### src/dpm_pkg.sv
// -------------------------------------
// Shared widths and types for the datapath memory subsystem.
// Memory indices travel at full address width; banks keep only
// the low MEM_ADDR_WIDTH bits, so window bases must be aligned.
// At most 2**PORT_SEL_WIDTH I/O ports per bank.
// -------------------------------------

`default_nettype none

package dpm_pkg;

    // Widths and limits
    localparam int ADDR_WIDTH     = 10;
    localparam int WORD_WIDTH     = 32;
    localparam int PORT_SEL_WIDTH = 4;

    typedef logic [ADDR_WIDTH-1:0] addr_t;
    typedef logic [WORD_WIDTH-1:0] word_t;

    // -------------------------------------
    // One bank's share of a datapath operation

    typedef struct packed {
        addr_t read_addr;
        logic  write_en;
        addr_t write_addr;
        word_t write_data;
    } bank_op_t;

    // -------------------------------------
    // Decoded request, one per bank, registered in the decoder
    // Exactly one of read_mem/read_io (or none, for the zero location)

    typedef struct packed {
        logic                      valid;
        logic                      read_mem;
        logic                      read_io;
        logic [PORT_SEL_WIDTH-1:0] read_port;
        logic                      write_mem;
        logic                      write_io;
        logic [PORT_SEL_WIDTH-1:0] write_port;
        addr_t                     mem_read_index;
        addr_t                     mem_write_index;
        word_t                     write_data;
    } bank_req_t;

    // -------------------------------------
    // Bank result toward the read collector

    typedef struct packed {
        logic  valid;
        logic  read_en;
        word_t data;
        logic  io_wren_any;
    } bank_rsp_t;

endpackage

`default_nettype wire

### src/read_collect.sv
// -------------------------------------
// Final output register for all banks.
// Banks run in lockstep, so bank 0 alone sets rd_valid.
// Disabled reads come out as zero.
// -------------------------------------

`timescale 1ns/1ps
`default_nettype none

module read_collect #(
    parameter int unsigned BANK_COUNT = 2
) (
    input  wire                                  clock,
    input  wire                                  arst_n,
    input  dpm_pkg::bank_rsp_t [BANK_COUNT-1:0]  rsp,
    output logic                                 rd_valid,
    output dpm_pkg::word_t     [BANK_COUNT-1:0]  read_data
);

    // -------------------------------------
    // Valid alignment

    always_ff @(posedge clock or negedge arst_n) begin
        if (!arst_n) begin
            rd_valid <= 1'b0;
        end else begin
            rd_valid <= rsp[0].valid;
        end
    end

    // -------------------------------------
    // Data with the zero location applied

    always_ff @(posedge clock) begin
        for (int i = 0; i < BANK_COUNT; i++) begin
            if (rsp[i].valid && rsp[i].read_en) begin
                read_data[i] <= rsp[i].data;
            end else begin
                read_data[i] <= '0;
            end
        end
    end

endmodule

`default_nettype wire

### config.mk
export PLATFORM = sky130hd
export DESIGN_NAME = read_collect
export DESIGN_NICKNAME = d
export VERILOG_FILES = /design/src/dpm_pkg.sv /design/src/read_collect.sv
export SDC_FILE = /design/constraint.sdc
export NUM_CORES = 1
export LEC_CHECK = 0
export BUFFER_PORTS_ARGS = -buffer_cell sky130_fd_sc_hd__buf_2
export CORE_UTILIZATION = 34
export CTS_CLUSTER_SIZE = 24
export DETAILED_ROUTE_END_ITERATION = 6
export GPL_TIMING_DRIVEN = 0
export PLACE_DENSITY = 0.77
export SETUP_SLACK_MARGIN = 0.5
export SLEW_MARGIN = 20
export SYNTH_ARGS = -nofsm -noshare
export SYNTH_HDL_FRONTEND = slang
export SYNTH_SLANG_ARGS = --single-unit
### constraint.sdc
create_clock -name clock -period 0.8 [get_ports clock]
set_input_delay 0.08 -clock clock [delete_from_list [all_inputs] [get_ports clock]]
set_output_delay 0.08 -clock clock [all_outputs]
set_load 0.005 [all_outputs]
# Word-level counts from Yosys, hierarchy flattened
# Cells that the tools add are included.
# totals
register_bits	65
latchBits	0
ramBits	0
mem_bits_ro	0
in_bits	72
elab_cells	5
memories	0
# classes
addsub	0
multipliers	0
div_mod_pow	0
magnitude_cmp	0
n_eq_ne	0
shift	0
n_mux	0
bitwise	0
reduce_logical	2
# op_table
cell	n
1-bit logical AND	2

# Depth between registers and ports, before layout
# logic_depth
depth_word	1
mapped_depth	2

# Worst setup path before layout
# Ideal clock, no wire load.
# synth_timing
path_type	input -> register
startpoint	input rsp[69] in the netlist's numbering
endpoint	register read_data[32] in the netlist's numbering
setup_ps	116
arrival_ps	374
t_required_ps	684
slack_ps	311
stages	2
path_buffers	1
cell_sequence	buf_2 -> and3_1
# synth_between
elab_chain_len	1
# synth_lines
item	line	source
start: declaration	read_collect.sv:15	input dpm_pkg::bank_rsp_t [BANK_COUNT-1:0] rsp,
1-bit logical AND	read_collect.sv:36	if (rsp[i].valid && rsp[i].read_en) begin
end signal: indexed assignment	read_collect.sv:37	read_data[i] <= rsp[i].data;
end: declaration	read_collect.sv:17	output dpm_pkg::word_t [BANK_COUNT-1:0] read_data
# No other way between the ends.
# A chain may end at the register's enable or synchronous reset.

# Final worst setup path
# layout_timing
startpoint	register rd_valid
endpoint	output rd_valid
# layout_lines
item	line	source
start: declaration	read_collect.sv:16	output logic rd_valid,
start signal: assignment	read_collect.sv:27	rd_valid <= rsp[0].valid;
# No word-level cell between the ends.

==> results.py <==
metrics = {
    "yosys": {
        "synthCells": 141,
        "synth_edf_count": 0,
        "synthTopCellsByCount": "and3_1, dfxtp_1, buf_2, clkbuf_2, dfrtp_1",
        "ys_seq_elements": 65,
        "yosys-top-cells-area": "dfxtp_1, and3_1, buf_2",
        "synth_cell_type_count": 5,
        "mappedNetlistNets": 213,
        "async_flop_share_pct": 1.538,
        "synthFlopType": "dfxtp_1",
        "ys_seq_area_share_pct": 73.94,
        "syn_area_um2": 1767,
        "yosysTopAreaCell": "dfxtp_1",
        "yosysWarnings": 0,
        "synth_top_area_share_pct": 72.52,
        "syn_area_per_cell_um2": 12.53,
    },
    "sta": {
        "relSlewSlack_pct": 92.16,
        "fin_crit_ps": 895.1,
        "setup_tns_ps": -1252,
        "setup_viol": 63,
        "finalHoldViolCount": 31,
        "whs_ps": -90.84,
        "setup_ws_ps": -95.10,
        "fin_crit_sh_pct": 111.9,
        "grt_setup_unrepaired": "true",
        "worst_pin_slew_ps": 117.5,
        "slew_viol_final": 0,
        "timing.fmax_mhz": 1117,
    },
    "worst_setup_path": {
        "crit_required_ps": 720,
        "critPathKind": "reg2out",
        "crit_arrival_ps": 820,
        "critPathTopFamily": "flip-flops",
        "endpoint": "rd_valid",
        "startpoint": "rd_valid",
        "max_stage_delay_ps": 370,
        "worst_path_max_delay_cell": "dfrtp_1",
        "path_buf_inv": 1,
        "path_depth": 1,
        "start_kind": "flip-flop",
        "critPathCaptureType": "primary output",
        "crit_chain": "buf_2",
        "crit_path_max_fanout": 1,
    },
    "layout": {
        "area_delta_synth_final_pct": 71.60,
        "fillers": 390,
        "diodes": 0,
        "nNetsFinal": 363,
        "drive_above_1_share_pct": 68.71,
    },
    "grt": {
        "grt_pass1_vias": 1437,
        "grt_usage_pct": 15.35,
        "grt_start_max_net_pins": 11,
        "antenna_found_initial": 0,
        "overflow": 0,
        "grt_first_pass_wirelength_mm": 6.127,
    },
    "place": {
        "port_buffers": 134,
        "dp_slack_ps": 128.3,
        "gp_congestion": 0.6615,
        "dp_hpwl_mm": 3.046,
    },
    "die": {
        "rows": 25,
        "dieArea_um2": 5489,
        "core_um2": 4848,
        "start_util_pct": 36.44,
        "die_h_um": 74.09,
        "die_width_um": 74.09,
        "ios": 137,
    },
    "clock_network": {
        "htree_levels": 3,
        "numCtsBuffers": 9,
        "cts_hold_buf": 1,
        "clk_pin_slew_worst_paths_ps": 60,
        "post_cts_buffers": 0,
        "cts.sinks": 65,
        "clock-root-buffer": "clkbuf_8",
        "cts_tree": "yes",
        "cts_buffer_depth": 2,
    },
    "route": {
        "dr_wl_met2_mm": 2.335,
        "wl_met1_mm": 1.726,
        "drt-initial-drc-count": 38,
        "routed_wl_mm": 4.459,
        "drc": 0,
        "antenna_left": 0,
        "viasPerCell": 4.338,
        "met3_length_um": 279,
        "drtPass1Iterations": 4,
        "routed-via-count": 1566,
        "top_layer_used": "met4",
        "routedWlPerCell_um": 12.35,
    },
    "power_and_ir_drop": {
        "total_power_uw": 6202,
        "p_leak_uw": 0.001730,
        "vdd_ir_drop_max_mv": 1.234,
        "cellPowerDensity_nw_per_um2": 2046,
    },
    "worst_hold_path": {
        "hold_class": "in2reg",
    },
    "run_status": {
        "status": "finished, violations left",
        "violations": "hold timing, setup timing",
    },
    "run": {
        "max-cap-violations": 0,
    },
}
where the power goes:
| part | leakage (uW) | switching (uW) | internal [uW] |
|---|---|---|---|
| clock | 0.0000733 | 1060 | 1090 |
| sequential | 0.000554 | 40.0 | 3390 |
| combinational | 0.00110 | 215 | 407 |
| total | 0.00173 | 1320 | 4880 |
sequential cells by signal, indices dropped and copies added, names as in the netlist:
name / flops
read_data: 64
rd_valid: 1
cells by family after synthesis:
kind of cell | share of synthesized area (%)
and+or+nand+nor | 22.66
buffers and inverters | 3.399
DFF | 73.94
through the flow:
step                      cell area [um2]  utilization (%)  std cells
after floorplan                      1884                -        141
after global placement               2639            54.43        342
after detailed placement             2639            54.43        342
after CTS                            2860            58.99        359
after global routing                 3032            62.53        361
final                                3032            62.53        361
metal layers:
| layer | up-vias | global-route usage [%] |
|---|---|---|
| met2 | 68 | 25.96 |
| li1 | 779 | - |
| met3 | 10 | 4.472 |
| met1 | 709 | 15.75 |
| met4 | 0 | 12.61 |
| met5 | - | 0 |
cell type report:
type | count | area, um2 | area share [%]
clock inverters | 1 | 5.005 | 0.1651
multi-input cells | 64 | 400.4 | 13.21
plain buffers | 12 | 153.9 | 5.076
repair buffers | 139 | 890.9 | 29.39
well taps | 67 | 83.83 | 2.765
clock buffers | 13 | 138.9 | 4.581
flip-flops and latches | 65 | 1359 | 44.82
worst min path at each step:
| stage | startpoint | end | slack [ps] | depth (start not counted) |
|---|---|---|---|---|
| after floorplan | arst_n | rd_valid | -220 | 0 |
| after global placement | arst_n | rd_valid | -140 | 1 |
| after detailed placement | arst_n | rd_valid | -140 | 1 |
| after CTS | rsp[34] | rd_valid | -110 | 1 |
| after global routing | rsp[34] | rd_valid | -100 | 1 |
| final | rsp[34] | rd_valid | -90 | 1 |
layout by cell type (no fill, tap or decap):
| cell type | instances |
|---|---|
| buf_2 | 108 |
| and3_1 | 64 |
| dfxtp_2 | 42 |
| buf_6 | 32 |
| dfxtp_1 | 22 |
| clkbuf_8 | 12 |
| clkbuf_1 | 4 |
| buf_8 | 3 |
| buf_4 | 2 |
| clkinv_2 | 1 |
| clkbuf_4 | 1 |
| clkbuf_16 | 1 |
| dlygate4sd3_1 | 1 |
| dfrtp_1 | 1 |
repair_timing:
action,4_1_cts,5_1_grt
setup endpoints to repair,93,86
endpoints found under the hold margin,64,47
gates resized for setup,10,38
gates cloned,2,2
Power figures use the tool's default switching activity.
