<file path="src/dpm_pkg.sv">
// -------------------------------------
// Shared widths and types for the datapath memory subsystem.
// Memory indices travel at full address width; banks keep only
// the low MEM_ADDR_WIDTH bits, so window bases must be aligned.
// At most 2**PORT_SEL_WIDTH I/O ports per bank.
// -------------------------------------

`default_nettype none

package dpm_pkg;

    // Widths and limits
    localparam int ADDR_WIDTH     = 10;
    localparam int WORD_WIDTH     = 32;
    localparam int PORT_SEL_WIDTH = 4;

    typedef logic [ADDR_WIDTH-1:0] addr_t;
    typedef logic [WORD_WIDTH-1:0] word_t;

    // -------------------------------------
    // One bank's share of a datapath operation

    typedef struct packed {
        addr_t read_addr;
        logic  write_en;
        addr_t write_addr;
        word_t write_data;
    } bank_op_t;

    // -------------------------------------
    // Decoded request, one per bank, registered in the decoder
    // Exactly one of read_mem/read_io (or none, for the zero location)

    typedef struct packed {
        logic                      valid;
        logic                      read_mem;
        logic                      read_io;
        logic [PORT_SEL_WIDTH-1:0] read_port;
        logic                      write_mem;
        logic                      write_io;
        logic [PORT_SEL_WIDTH-1:0] write_port;
        addr_t                     mem_read_index;
        addr_t                     mem_write_index;
        word_t                     write_data;
    } bank_req_t;

    // -------------------------------------
    // Bank result toward the read collector

    typedef struct packed {
        logic  valid;
        logic  read_en;
        word_t data;
        logic  io_wren_any;
    } bank_rsp_t;

endpackage

`default_nettype wire

</file>
<file path="src/operand_decode.sv">
// -------------------------------------
// Registers each operation and classifies its addresses per bank.
// Windows are clipped to the smaller of the read/write ranges.
// Assumes bound >= base and an I/O window outside the memory window.
// This is the only address comparison in the subsystem.
// -------------------------------------

`timescale 1ns/1ps
`default_nettype none

module operand_decode #(
    parameter int unsigned BANK_COUNT     = 2,
    parameter int unsigned READ_BASE      = 0,
    parameter int unsigned READ_BOUND     = 191,
    parameter int unsigned WRITE_BASE     = 0,
    parameter int unsigned WRITE_BOUND    = 255,
    parameter int unsigned MEM_ADDR_WIDTH = 8,
    parameter int unsigned IO_PORT_COUNT  = 4,
    parameter int unsigned IO_PORT_BASE   = 'h200
) (
    input  wire                                   clock,
    input  wire                                   arst_n,
    input  wire                                   op_valid,
    input  dpm_pkg::bank_op_t  [BANK_COUNT-1:0]   op,
    output dpm_pkg::bank_req_t [BANK_COUNT-1:0]   req
);

    // Memory depth from the narrower window
    localparam int unsigned READ_DEPTH  = READ_BOUND - READ_BASE + 1;
    localparam int unsigned WRITE_DEPTH = WRITE_BOUND - WRITE_BASE + 1;
    localparam int unsigned MEM_DEPTH   = (READ_DEPTH <= WRITE_DEPTH) ? READ_DEPTH : WRITE_DEPTH;

    // Keeps the low bits that index the RAM
    localparam dpm_pkg::addr_t INDEX_MASK = dpm_pkg::addr_t'((1 << MEM_ADDR_WIDTH) - 1);

    // -------------------------------------
    // Address helpers

    // One extra bit so an address below base wraps to a large offset
    function automatic logic [dpm_pkg::ADDR_WIDTH:0] window_offset(
        input dpm_pkg::addr_t a,
        input int unsigned    base
    );
        return {1'b0, a} - base[dpm_pkg::ADDR_WIDTH:0];
    endfunction

    function automatic logic in_window(
        input dpm_pkg::addr_t a,
        input int unsigned    base,
        input int unsigned    count
    );
        return 32'(window_offset(a, base)) < count;
    endfunction

    function automatic logic [dpm_pkg::PORT_SEL_WIDTH-1:0] port_of(input dpm_pkg::addr_t a);
        logic [dpm_pkg::ADDR_WIDTH:0] off;
        off = window_offset(a, IO_PORT_BASE);
        return off[dpm_pkg::PORT_SEL_WIDTH-1:0];
    endfunction

    // -------------------------------------
    // Classification

    dpm_pkg::bank_req_t [BANK_COUNT-1:0] req_d;

    always_comb begin
        for (int i = 0; i < BANK_COUNT; i++) begin
            req_d[i] = '0;
            req_d[i].valid = op_valid;

            // Reads go to memory, an I/O port or neither (zero location)
            req_d[i].read_mem  = op_valid && in_window(op[i].read_addr, READ_BASE, MEM_DEPTH);
            req_d[i].read_io   = op_valid &&
                                 in_window(op[i].read_addr, IO_PORT_BASE, IO_PORT_COUNT);
            req_d[i].read_port = port_of(op[i].read_addr);

            // Writes only when the operation asks for one
            req_d[i].write_mem  = op_valid && op[i].write_en &&
                                  in_window(op[i].write_addr, WRITE_BASE, MEM_DEPTH);
            req_d[i].write_io   = op_valid && op[i].write_en &&
                                  in_window(op[i].write_addr, IO_PORT_BASE, IO_PORT_COUNT);
            req_d[i].write_port = port_of(op[i].write_addr);

            // An aligned base lets the high bits drop
            req_d[i].mem_read_index  = op[i].read_addr & INDEX_MASK;
            req_d[i].mem_write_index = op[i].write_addr & INDEX_MASK;
            req_d[i].write_data      = op[i].write_data;
        end
    end

    // -------------------------------------
    // Request register holds each request for the cycle after its operation

    always_ff @(posedge clock or negedge arst_n) begin
        if (!arst_n) begin
            req <= '0;
        end else begin
            req <= req_d;
        end
    end

endmodule

`default_nettype wire

</file>
<file path="config.mk">
export PLATFORM = sky130hd
export DESIGN_NAME = operand_decode
export DESIGN_NICKNAME = d
export VERILOG_FILES = /design/src/dpm_pkg.sv /design/src/operand_decode.sv
export SDC_FILE = /design/constraint.sdc
export NUM_CORES = 1
export LEC_CHECK = 0
export ABC_AREA = 1
export BUFFER_PORTS_ARGS = -buffer_cell sky130_fd_sc_hd__buf_4
export CAP_MARGIN = 40
export CORE_MARGIN = 2
export CORE_UTILIZATION = 39
export DETAILED_ROUTE_END_ITERATION = 8
export PLACE_DENSITY = 0.85
export SETUP_SLACK_MARGIN = 0.05
export SYNTH_ARGS = -nofsm -noshare
export SYNTH_HDL_FRONTEND = slang
export SYNTH_SLANG_ARGS = --single-unit
</file>
<file path="constraint.sdc">
create_clock -name clock -period 0.8 [get_ports clock]
set_clock_uncertainty 0.1 [all_clocks]
set_input_delay 0.08 -clock clock [delete_from_list [all_inputs] [get_ports clock]]
set_output_delay 0.08 -clock clock [all_outputs]
set_load 0.02 [all_outputs]
</file>
=== Word-level counts from Yosys, hierarchy flattened ===
Index checks and enable logic that the tools add are counted.

* Memories: 0
* Output and inout port bits: 130
* Flip-flop bits (word level): 121
* Bits in writable memories: 0
* Bits in latches: 0
* ROM bits: 0
* Logic and storage cells: 41

* $mul: 0
* Bitwise gates (word level): 0
* $lt $le $gt $ge: 8
* $add $sub $neg: 4
* Reduce and logical (&&, ||, !) cells: 10
* Shift-type cells: 0
* Equal/unequal tests: 0
* Multiplexer cells: 0
* Div/mod/pow operators: 0

{| class="wikitable"
|+ Operators by type and width
! operator !! count
|-
| $lt A11 B3 Y1 const B || 4
|-
| $sub A10 B10 Y11 const B || 4
|-
| $lt A10 B8 Y1 const B || 4
|-
| $logic_and A1 B1 Y1 || 10
|}

=== Logic depth before layout (Yosys ltp) ===
Gate-level depths: netlist of the first run.

* Depth after elaboration: 3
* Depth in mapped cells: 5

=== Least setup slack after synthesis of the first run ===
Ideal clock, no wire load.

* Kind: register -> output
* Start point: register req[117] in the netlist's numbering
* End point: output req[117] in the netlist's numbering
* Setup slack: 0.007 ns
* Arrival: 0.613 ns
* Cell stages (with the launch flop): 2
* Data required time: 0.620 ns
* Cell sequence: dfrtp_1 buf_4

{| class="wikitable"
|+ RTL lines
! what !! RTL line !! text
|-
| start: declaration || operand_decode.sv:25 || <nowiki>output dpm_pkg::bank_req_t [BANK_COUNT-1:0] req</nowiki>
|-
| start signal: assignment || operand_decode.sv:98 || <nowiki>req <= req_d;</nowiki>
|}

No word-level cell between the ends.

==> results.md, run 1 <==
- CTS H-tree lvls: 3
- Nets@finish: 621
- Max-cap violations: 0
- Pin count of the biggest net entering global routing: 42
- Final HPWL DP: 6760 um
- Io pins: 239
- Yosys reg bits: 105
- Failing checks: negative hold slack, negative setup slack
- Clk slew on worst S/H paths: 100 ps
- CP arrival: 950 ps
- CTS tree: built
- Crit path from: req[118]$_DFF_PN0_
- Final WL: 12,600 um
- Initial core utilization: 40.0%
- Synth area leader: dfrtp_1
- RSZ-0062 raised after global routing: true
- Top reg by flops: req
- Number of flip-flops in the largest register: 105
- Cell leakage power: 3.20 nW
- Crit-path cells: buf_6
- Worst hold path class: primary input to flip-flop
- Critical path's largest stage delay: 460 ps
- Gr usage total: 29.0%
- CP Capture Type: output port
- Distinct cells, synth: 14
- Post-synthesis sequential area ratio: 86.0%
- Initial antenna violation count: 0
- Placeable Area: 0.00765 mm2
- WP data required: 620 ps
- Chip Height: 92.5 um
- Longest Clk Path Bufs: 2
- Total CTS buffers: 9
- Post-CTS Setup Inserts: 0
- Vias in the first global route: 3,072
- Ratio of cells with drive above 1 in the final layout: 52.6%
- Fin worst setup slack: -332 ps
- Die X: 92.5 um
- Minimum clock period: 1130 ps
- Post-Syn Instances: 187
- DRT Pass-1 Iters: 4
- Vias per cell: 4.37
- Starting DRT DRC Count: 96
- Synth top area share: 86.0%
- Synthesis Warnings: 0
- DR vias: 2,705
- First-pass GRT wire length: 18,000 um
- Clock share of power: 27.8%
- Crit Path Category: flip-flop to output port
- CP startpoint kind: flip-flop
- Largest registers: req: 105 flops
- Synth Cell Area: 0.00306 mm2
- Synth top area cells: dfrtp_1, buf_4, inv_1
- Total gr overflow: 0
- Setup WS pre-CTS: 43.6 ps
- PwrDens: 1710 mW/mm2
- RePlAce Congestion: 0.741
- WHS: -214 ps
- Die area: 0.00856 mm2
- Fmax: 884 MHz
- Fin crit share: 141%
- CTS Root Cell: clkbuf_8
- Slew Viols, Final: 0
- Power Internal: 8.08 mW
- Fill cells: 355
- Syn-to-layout area delta: 112%
- Worst-path maximum fanout: 2
- VDD IR-drop max: 1.35 mV
- # setup viols final: 129
- Row cnt: 32
- Sw Ratio: 27.0%
- Antenna-violating nets left: 0
- Fin. Hold Viols: 8
- Seq pwr share: 51.9%
- Logic gate share of total power: 20.2%
- Diode count: 0
- Slowest CP cell: dfrtp_2
- Input/output buffers: 230
- CTS sink count: 105
- Sw power: 2.98 mW
- Crit-path leading delay family: flip-flops
- Hold Startpoint: op[41]
- Avg WL per Cell: 20.3 um
- Mean Syn Cell Area: 16.3 um2
- Number of buffers and inverters on the critical path: 1
- DRC Markers: 0
- Status: finished with violations
[power by group through the flow]
stage / Clock [mW] / Combinational [mW] / Sequential (mW)
3_5_place_dp: 0 / 1.58 / 5.76
3_3_place_gp: 0 / 1.55 / 5.74
2_1_floorplan: 0 / 0.265 / 6.10
4_1_cts: 3.06 / 2.13 / 5.71
6_report: 3.08 / 2.24 / 5.74
5_1_grt: 3.36 / 2.35 / 5.76
[synth_stat cells]
| library cell | instances |
|---|---|
| a21oi_2 | 1 |
| nand3_1 | 2 |
| conb_1 | 1 |
| nand2_1 | 15 |
| a211oi_1 | 1 |
| nor2_1 | 15 |
| buf_4 | 25 |
| nor3_2 | 1 |
| inv_1 | 16 |
| nor3_1 | 1 |
| nand3b_1 | 1 |
| inv_2 | 1 |
| dfrtp_1 | 105 |
| nor2_2 | 2 |
[placed cells by master (no fill, tap or decap), drive strengths merged]
cell type    count
inv             18
clkinv           2
dfrtp          105
clkbuf          12
nand3b           1
clkinvlp         2
nand2           15
dlygate4sd3     98
nand3            2
buf            233
a21oi            1
a211oi           1
nor2            17
conb             8
nor3             2
[final timing paths]
kind	to	slack, ps	cells past startpoint
max in group asynchronous	req[35]$_DFF_PN0_	110	3
setup / recovery	req[98]	-330	1
hold / removal	req[57]$_DFF_PN0_	-210	2
min in group asynchronous	req[66]$_DFF_PN0_	50	2
[repair_timing]
item                                    in CTS  in global routing
pin swaps                                    0                 13
endpoints found under the hold margin      210                 32
endpoints found under the setup margin     122                170
gates resized for setup                    106                 18
hold buffers                                98                 24
gates cloned                                 0                  1
[logic make-up (layout without fill, tap and decap cells)]
| kind of cell | after synthesis | after routing | share of synthesized area (%) |
|---|---|---|---|
| AOI/OAI and AO/OA | 2 | 2 | 0.532 |
| buffers and inverters | 42 | 365 | 8.23 |
| DFF | 105 | 105 | 86.0 |
| other | 1 | 8 | 0.123 |
| and+or+nand+nor | 37 | 37 | 5.16 |
[per-stage QoR]
stage	total power [mW]	TNS (ps)	utilization [%]	cell area [um2]	cells
2_1_floorplan	6.36	0	-	3170	194
6_report	11.1	-34200	84.7	6480	619
3_3_place_gp	7.29	0	63.1	4830	505
5_1_grt	11.5	-38700	84.7	6480	619
4_1_cts	10.9	-34590	83.5	6390	619
3_5_place_dp	7.34	0	63.1	4830	505
[routing by layer]
metal / routed length [um] / track usage, %
met1: 4190 / 32.0
met2: 7090 / 53.3
met3: 936 / 8.38
met4: 355 / 9.83
met5: 0 / 0
[cell type report]
class | count | area (um2) | area share, %
repair buffers | 332 | 3250 | 50.2
clock inverters | 5 | 40.0 | 0.618
clock buffers | 11 | 141 | 2.18
multi-input cells | 47 | 206 | 3.19
well taps | 102 | 128 | 1.97
flip-flops and latches | 105 | 2650 | 40.9
inverters | 17 | 63.8 | 0.985
(Power assumes the default switching activity.)
==> run 2, diff against run 1 <==
--- a/config.mk
+++ b/config.mk
@@ -8,10 +8,11 @@
 export ABC_AREA = 1
 export BUFFER_PORTS_ARGS = -buffer_cell sky130_fd_sc_hd__buf_4
 export CAP_MARGIN = 40
-export CORE_MARGIN = 2
-export CORE_UTILIZATION = 39
+export CORE_AREA = 2 2 94 96
+export CTS_BUF_LIST = sky130_fd_sc_hd__clkbuf_8
 export DETAILED_ROUTE_END_ITERATION = 8
-export PLACE_DENSITY = 0.85
+export DIE_AREA = 0 0 96 98
+export PLACE_DENSITY = 0.81
 export SETUP_SLACK_MARGIN = 0.05
 export SYNTH_ARGS = -nofsm -noshare
 export SYNTH_HDL_FRONTEND = slang
==> run 2 against run 1 <==
Net effect:
- the flow still finishes with violations (negative hold slack, negative setup slack)
- global-route usage decreased by 5.8 points
- clock power decreased by 1%
- sequential power about the same
- non-clock buffer count shrank 2
- hold slack about the same
- sequential share of layout area rose by 0.23 points
- critical path type unchanged
- critical endpoint is now req[97]
- largest cell class unchanged
==> results.md, run 2 (synthesized netlist as in run 1, its figures left out) <==
- Die X: 96 um
- Chip Height: 98 um
- Met3 Use GR: 6.56%
- Finished Layout Cells: 623
- Critical path's largest stage delay: 420 ps
- Antenna-violating nets left: 0
- CP startpoint kind: flip-flop
- CTS sink count: 105
- Nets@finish: 619
- Ratio of cells with drive above 1 in the final layout: 53.2%
- Slowest CP cell: dfrtp_2
- Slew Viols, Final: 0
- Initial antenna violation count: 0
- Crit-path cells: buf_4
- GRT busiest layer: met2
- Worst-path maximum fanout: 2
- Fin. Hold Viols: 8
- DRC Markers: 0
- CP arrival: 940 ps
- Most common cell after layout, fill and taps aside: buf_6
- DR vias: 2,664
- Cell leakage power: 3.18 nW
- CP Capture Type: output port
- Row cnt: 34
- Longest Clk Path Bufs: 2
- Total gr overflow: 0
- Hold Startpoint: op[104]
- RePlAce Congestion: 0.741
- # setup viols final: 129
- Max-cap violations: 0
- Grt met2 use: 41.2%
- WP data required: 620 ps
- Crit path from: req[117]$_DFF_PN0_
- CTS tree: built
- Total CTS buffers: 9
- CTS Root Cell: clkbuf_8
- Clk slew on worst S/H paths: 110 ps
- Minimum clock period: 1120 ps
- Fin crit share: 141%
- Syn-to-layout area delta: 111%
- PwrDens: 1700 mW/mm2
- Setup WS pre-CTS: 2.22 ps
- Number of buffers and inverters on the critical path: 1
- Number of flip-flops in the largest register: 105
- Status: finished with violations
- Starting DRT DRC Count: 56
- Crit Path Category: flip-flop to output port
- Initial core utilization: 36.1%
- Final WL: 10,800 um
- Avg WL per Cell: 17.3 um
- Input/output buffers: 230
- Vias in the first global route: 3,026
- Commonest cells after routing, fill and taps aside: buf_6, buf_4, dlygate4sd3_1, dfrtp_1
- Gr usage total: 23.3%
- Vias per cell: 4.28
- Final HPWL DP: 6440 um
- Die area: 0.00941 mm2
- Placed Cells: 509
- Fin worst setup slack: -324 ps
- Placeable Area: 0.00847 mm2
- Failing checks: negative hold slack, negative setup slack
- Diode count: 0
- Fmax: 890 MHz
- VDD IR-drop max: 1.02 mV
- WHS: -214 ps
- Pin count of the biggest net entering global routing: 58
- First-pass GRT wire length: 16,000 um
- Io pins: 239
- Post-CTS Setup Inserts: 0
- Worst hold path class: primary input to flip-flop
- CTS H-tree lvls: 3
- Crit-path leading delay family: flip-flops
- Util after Layout: 76.1%
- DRT Pass-1 Iters: 2
- RSZ-0062 raised after global routing: true
- Top reg by flops: req
- Largest registers: req: 105 flops
- Met1 Use GR: 26.0%
run 2: final timing paths:
kind,end,depth (start not counted)
max,req[97],1
min,req[128]$_DFF_PN0_,2
max in group asynchronous,req[110]$_DFF_PN0_,3
min in group asynchronous,req[16]$_DFF_PN0_,3
run 2: per-layer routing:
metal,vias up,share of wire [%]
met5,-,0
met2,144,55
met4,0,2.4
li1,1175,-
met1,1327,36
met3,18,7.2
run 2: layout make-up:
type / count / area, um2
clock inverter: 7 / 55.1
timing repair buffer: 330 / 3190
multi-input combinational: 47 / 221
inverter: 17 / 63.8
tap: 108 / 135
sequential: 105 / 2650
fill: 469 / 2020
clock buffer: 9 / 124
run 2: power breakdown:
part / switching, mW / internal, mW / total [mW] / leakage [nW]
clock: 1.87 / 1.17 / 3.04 / 0.0969
combinational: 0.927 / 1.24 / 2.17 / 1.86
sequential: 0.159 / 5.57 / 5.73 / 1.22
run 2: repair_timing:
item	CTS	global route
pin swaps	0	13
hold endpoints to repair	210	31
gates resized for setup	108	16
setup endpoints to repair	122	130
hold buffers	99	24
run 2: through the flow:
step           setup TNS, ps  power [mW]  cell area, um2
2_1_floorplan              0        6.36            3170
3_3_place_gp               0        7.29            4820
3_5_place_dp               0        7.33            4820
4_1_cts               -36760        11.0            6390
5_1_grt               -39060        11.4            6440
6_report              -33890        10.9            6440
==> run 3, diff against run 2 <==
--- a/config.mk
+++ b/config.mk
@@ -6,13 +6,13 @@
 export NUM_CORES = 1
 export LEC_CHECK = 0
 export ABC_AREA = 1
-export BUFFER_PORTS_ARGS = -buffer_cell sky130_fd_sc_hd__buf_4
 export CAP_MARGIN = 40
 export CORE_AREA = 2 2 94 96
 export CTS_BUF_LIST = sky130_fd_sc_hd__clkbuf_8
 export DETAILED_ROUTE_END_ITERATION = 8
 export DIE_AREA = 0 0 96 98
-export PLACE_DENSITY = 0.81
+export DONT_BUFFER_PORTS = 1
+export PLACE_DENSITY = 0.57
 export SETUP_SLACK_MARGIN = 0.05
 export SYNTH_ARGS = -nofsm -noshare
 export SYNTH_HDL_FRONTEND = slang
==> constraint.sdc (replaced) <==
create_clock -name clock -period 1.35 [get_ports clock]
set_clock_uncertainty 0.1 [all_clocks]
set_input_delay 0.135 -clock clock [delete_from_list [all_inputs] [get_ports clock]]
set_output_delay 0.135 -clock clock [all_outputs]
set_load 0.02 [all_outputs]
==> run 3 against run 2 <==
Net effect:
- the flow now stops in clock tree synthesis (4_1_cts)
- synthesized area stayed put
- synthesized cell count did not move
==> results.md, run 3 <==
- Synth async-reset ratio: 100%
- Mean Syn Cell Area: 16.3 um2
- RePlAce Congestion: 0.705
- Initial core utilization: 36.1%
- Last stage: clock tree synthesis (4_1_cts)
- Die X: 96 um
- Count leader, synth: dfrtp_1
- Placed Cells: 277
- Synth top area share: 86.0%
- CTS H-tree lvls: 3
- Post-synth EDFFs: 0
- Distinct cells, synth: 14
- Synth top area cells: dfrtp_1, buf_4, inv_1
- Tool error: [ERROR RSZ-0060] Max buffer count reached.
- Total CTS buffers: 9
- Yosys reg bits: 105
- Top post-synthesis cells by count: dfrtp_1, buf_4, inv_1
- CTS Root Cell: clkbuf_8
- Status: aborted with a tool error
- Input/output buffers: 0
- Post-Syn Instances: 187
- Row cnt: 34
- Post-synthesis sequential area ratio: 86.0%
- Synth Cell Area: 0.00306 mm2
- Io pins: 239
- Chip Height: 98 um
- Cts hold-fix bufs: 101
- Primary FF master, synth: dfrtp_1
- Synth area leader: dfrtp_1
- Post-CTS Setup Inserts: 0
- Synthesis Warnings: 0
- CTS resizes: 0
- Final HPWL DP: 4490 um
- CTS sink count: 105
- Longest Clk Path Bufs: 2
- Area after DPL: 0.00303 mm2
## run 3: cell counts after synthesis
Identical to the previous run, type by type.
## run 3: cell families after synthesis
logic type / count (synthesis) / synth area share (%)
AO/OA/AOI/OAI: 2 / 0.532
flip-flops: 105 / 86.0
other: 1 / 0.123
AND/OR/NAND/NOR: 37 / 5.16
buffers and inverters: 42 / 8.23
## run 3: through the flow
step / setup slack, ps / hold WS (ps)
3_3_place_gp: 546 / -259
2_1_floorplan: 502 / -261
3_5_place_dp: 543 / -259
==> run 4, diff against run 3 <==
==> config.mk (replaced) <==
export PLATFORM = sky130hd
export DESIGN_NAME = operand_decode
export DESIGN_NICKNAME = d
export VERILOG_FILES = /design/src/dpm_pkg.sv /design/src/operand_decode.sv
export SDC_FILE = /design/constraint.sdc
export NUM_CORES = 1
export LEC_CHECK = 0
export ABC_AREA = 1
export CAP_MARGIN = 40
export CORE_MARGIN = 2
export CORE_UTILIZATION = 25
export DETAILED_ROUTE_END_ITERATION = 8
export DONT_BUFFER_PORTS = 1
export PLACE_DENSITY_LB_ADDON = 0.15
export SYNTH_ARGS = -nofsm -noshare
export SYNTH_HDL_FRONTEND = slang
export SYNTH_SLANG_ARGS = --single-unit
==> run 4 against run 3 <==
Net effect:
- synthesized cell count unchanged
- synthesized area is the same
- the flow again stops in clock tree synthesis (4_1_cts)
==> results.md, run 4 <==
- Status: aborted with a tool error
- Last stage: clock tree synthesis (4_1_cts)
- Tool error: [ERROR RSZ-0060] Max buffer count reached.
- Input/output buffers: 0
- CTS H-tree lvls: 3
- CTS Root Cell: clkbuf_16
- CTS sink count: 105
- Post-CTS Setup Inserts: 0
- Post-synthesis sequential area ratio: 86.0%
- Total CTS buffers: 9
- Row cnt: 40
- Synth area leader: dfrtp_1
- Yosys reg bits: 105
- Post-Syn Instances: 187
- Initial core utilization: 25.6%
- Final HPWL DP: 5160 um
- Primary FF master, synth: dfrtp_1
- RePlAce Congestion: 0.605
- Count leader, synth: dfrtp_1
- Synthesis Warnings: 0
- Mean Syn Cell Area: 16.3 um2
- Cts hold-fix bufs: 101
- Die X: 115 um
- CTS resizes: 0
- Chip Height: 115 um
- Distinct cells, synth: 14
- Synth top area share: 86.0%
- Io pins: 239
- Synth top area cells: dfrtp_1, buf_4, inv_1
- Synth async-reset ratio: 100%
- Post-synth EDFFs: 0
- Synth Cell Area: 0.00306 mm2
- Top post-synthesis cells by count: dfrtp_1, buf_4, inv_1
- Longest Clk Path Bufs: 2
[run 4: cell counts after synthesis]
Identical to the previous run, type by type.
[run 4: stage by stage]
stage                     util, %  std cells  instance area, um2  worst slack (ps)  hold WS [ps]
after detailed placement     25.7        316                3080               516          -258
after floorplan                 -        194                3080               502          -261
after global placement       25.7        316                3080               534          -258
[run 4: cell families after synthesis]
family / Yosys count / synth area share (%)
simple gates: 37 / 5.16
flops: 105 / 86.0
buf+inv: 42 / 8.23
compound gates: 2 / 0.532
other cells: 1 / 0.123
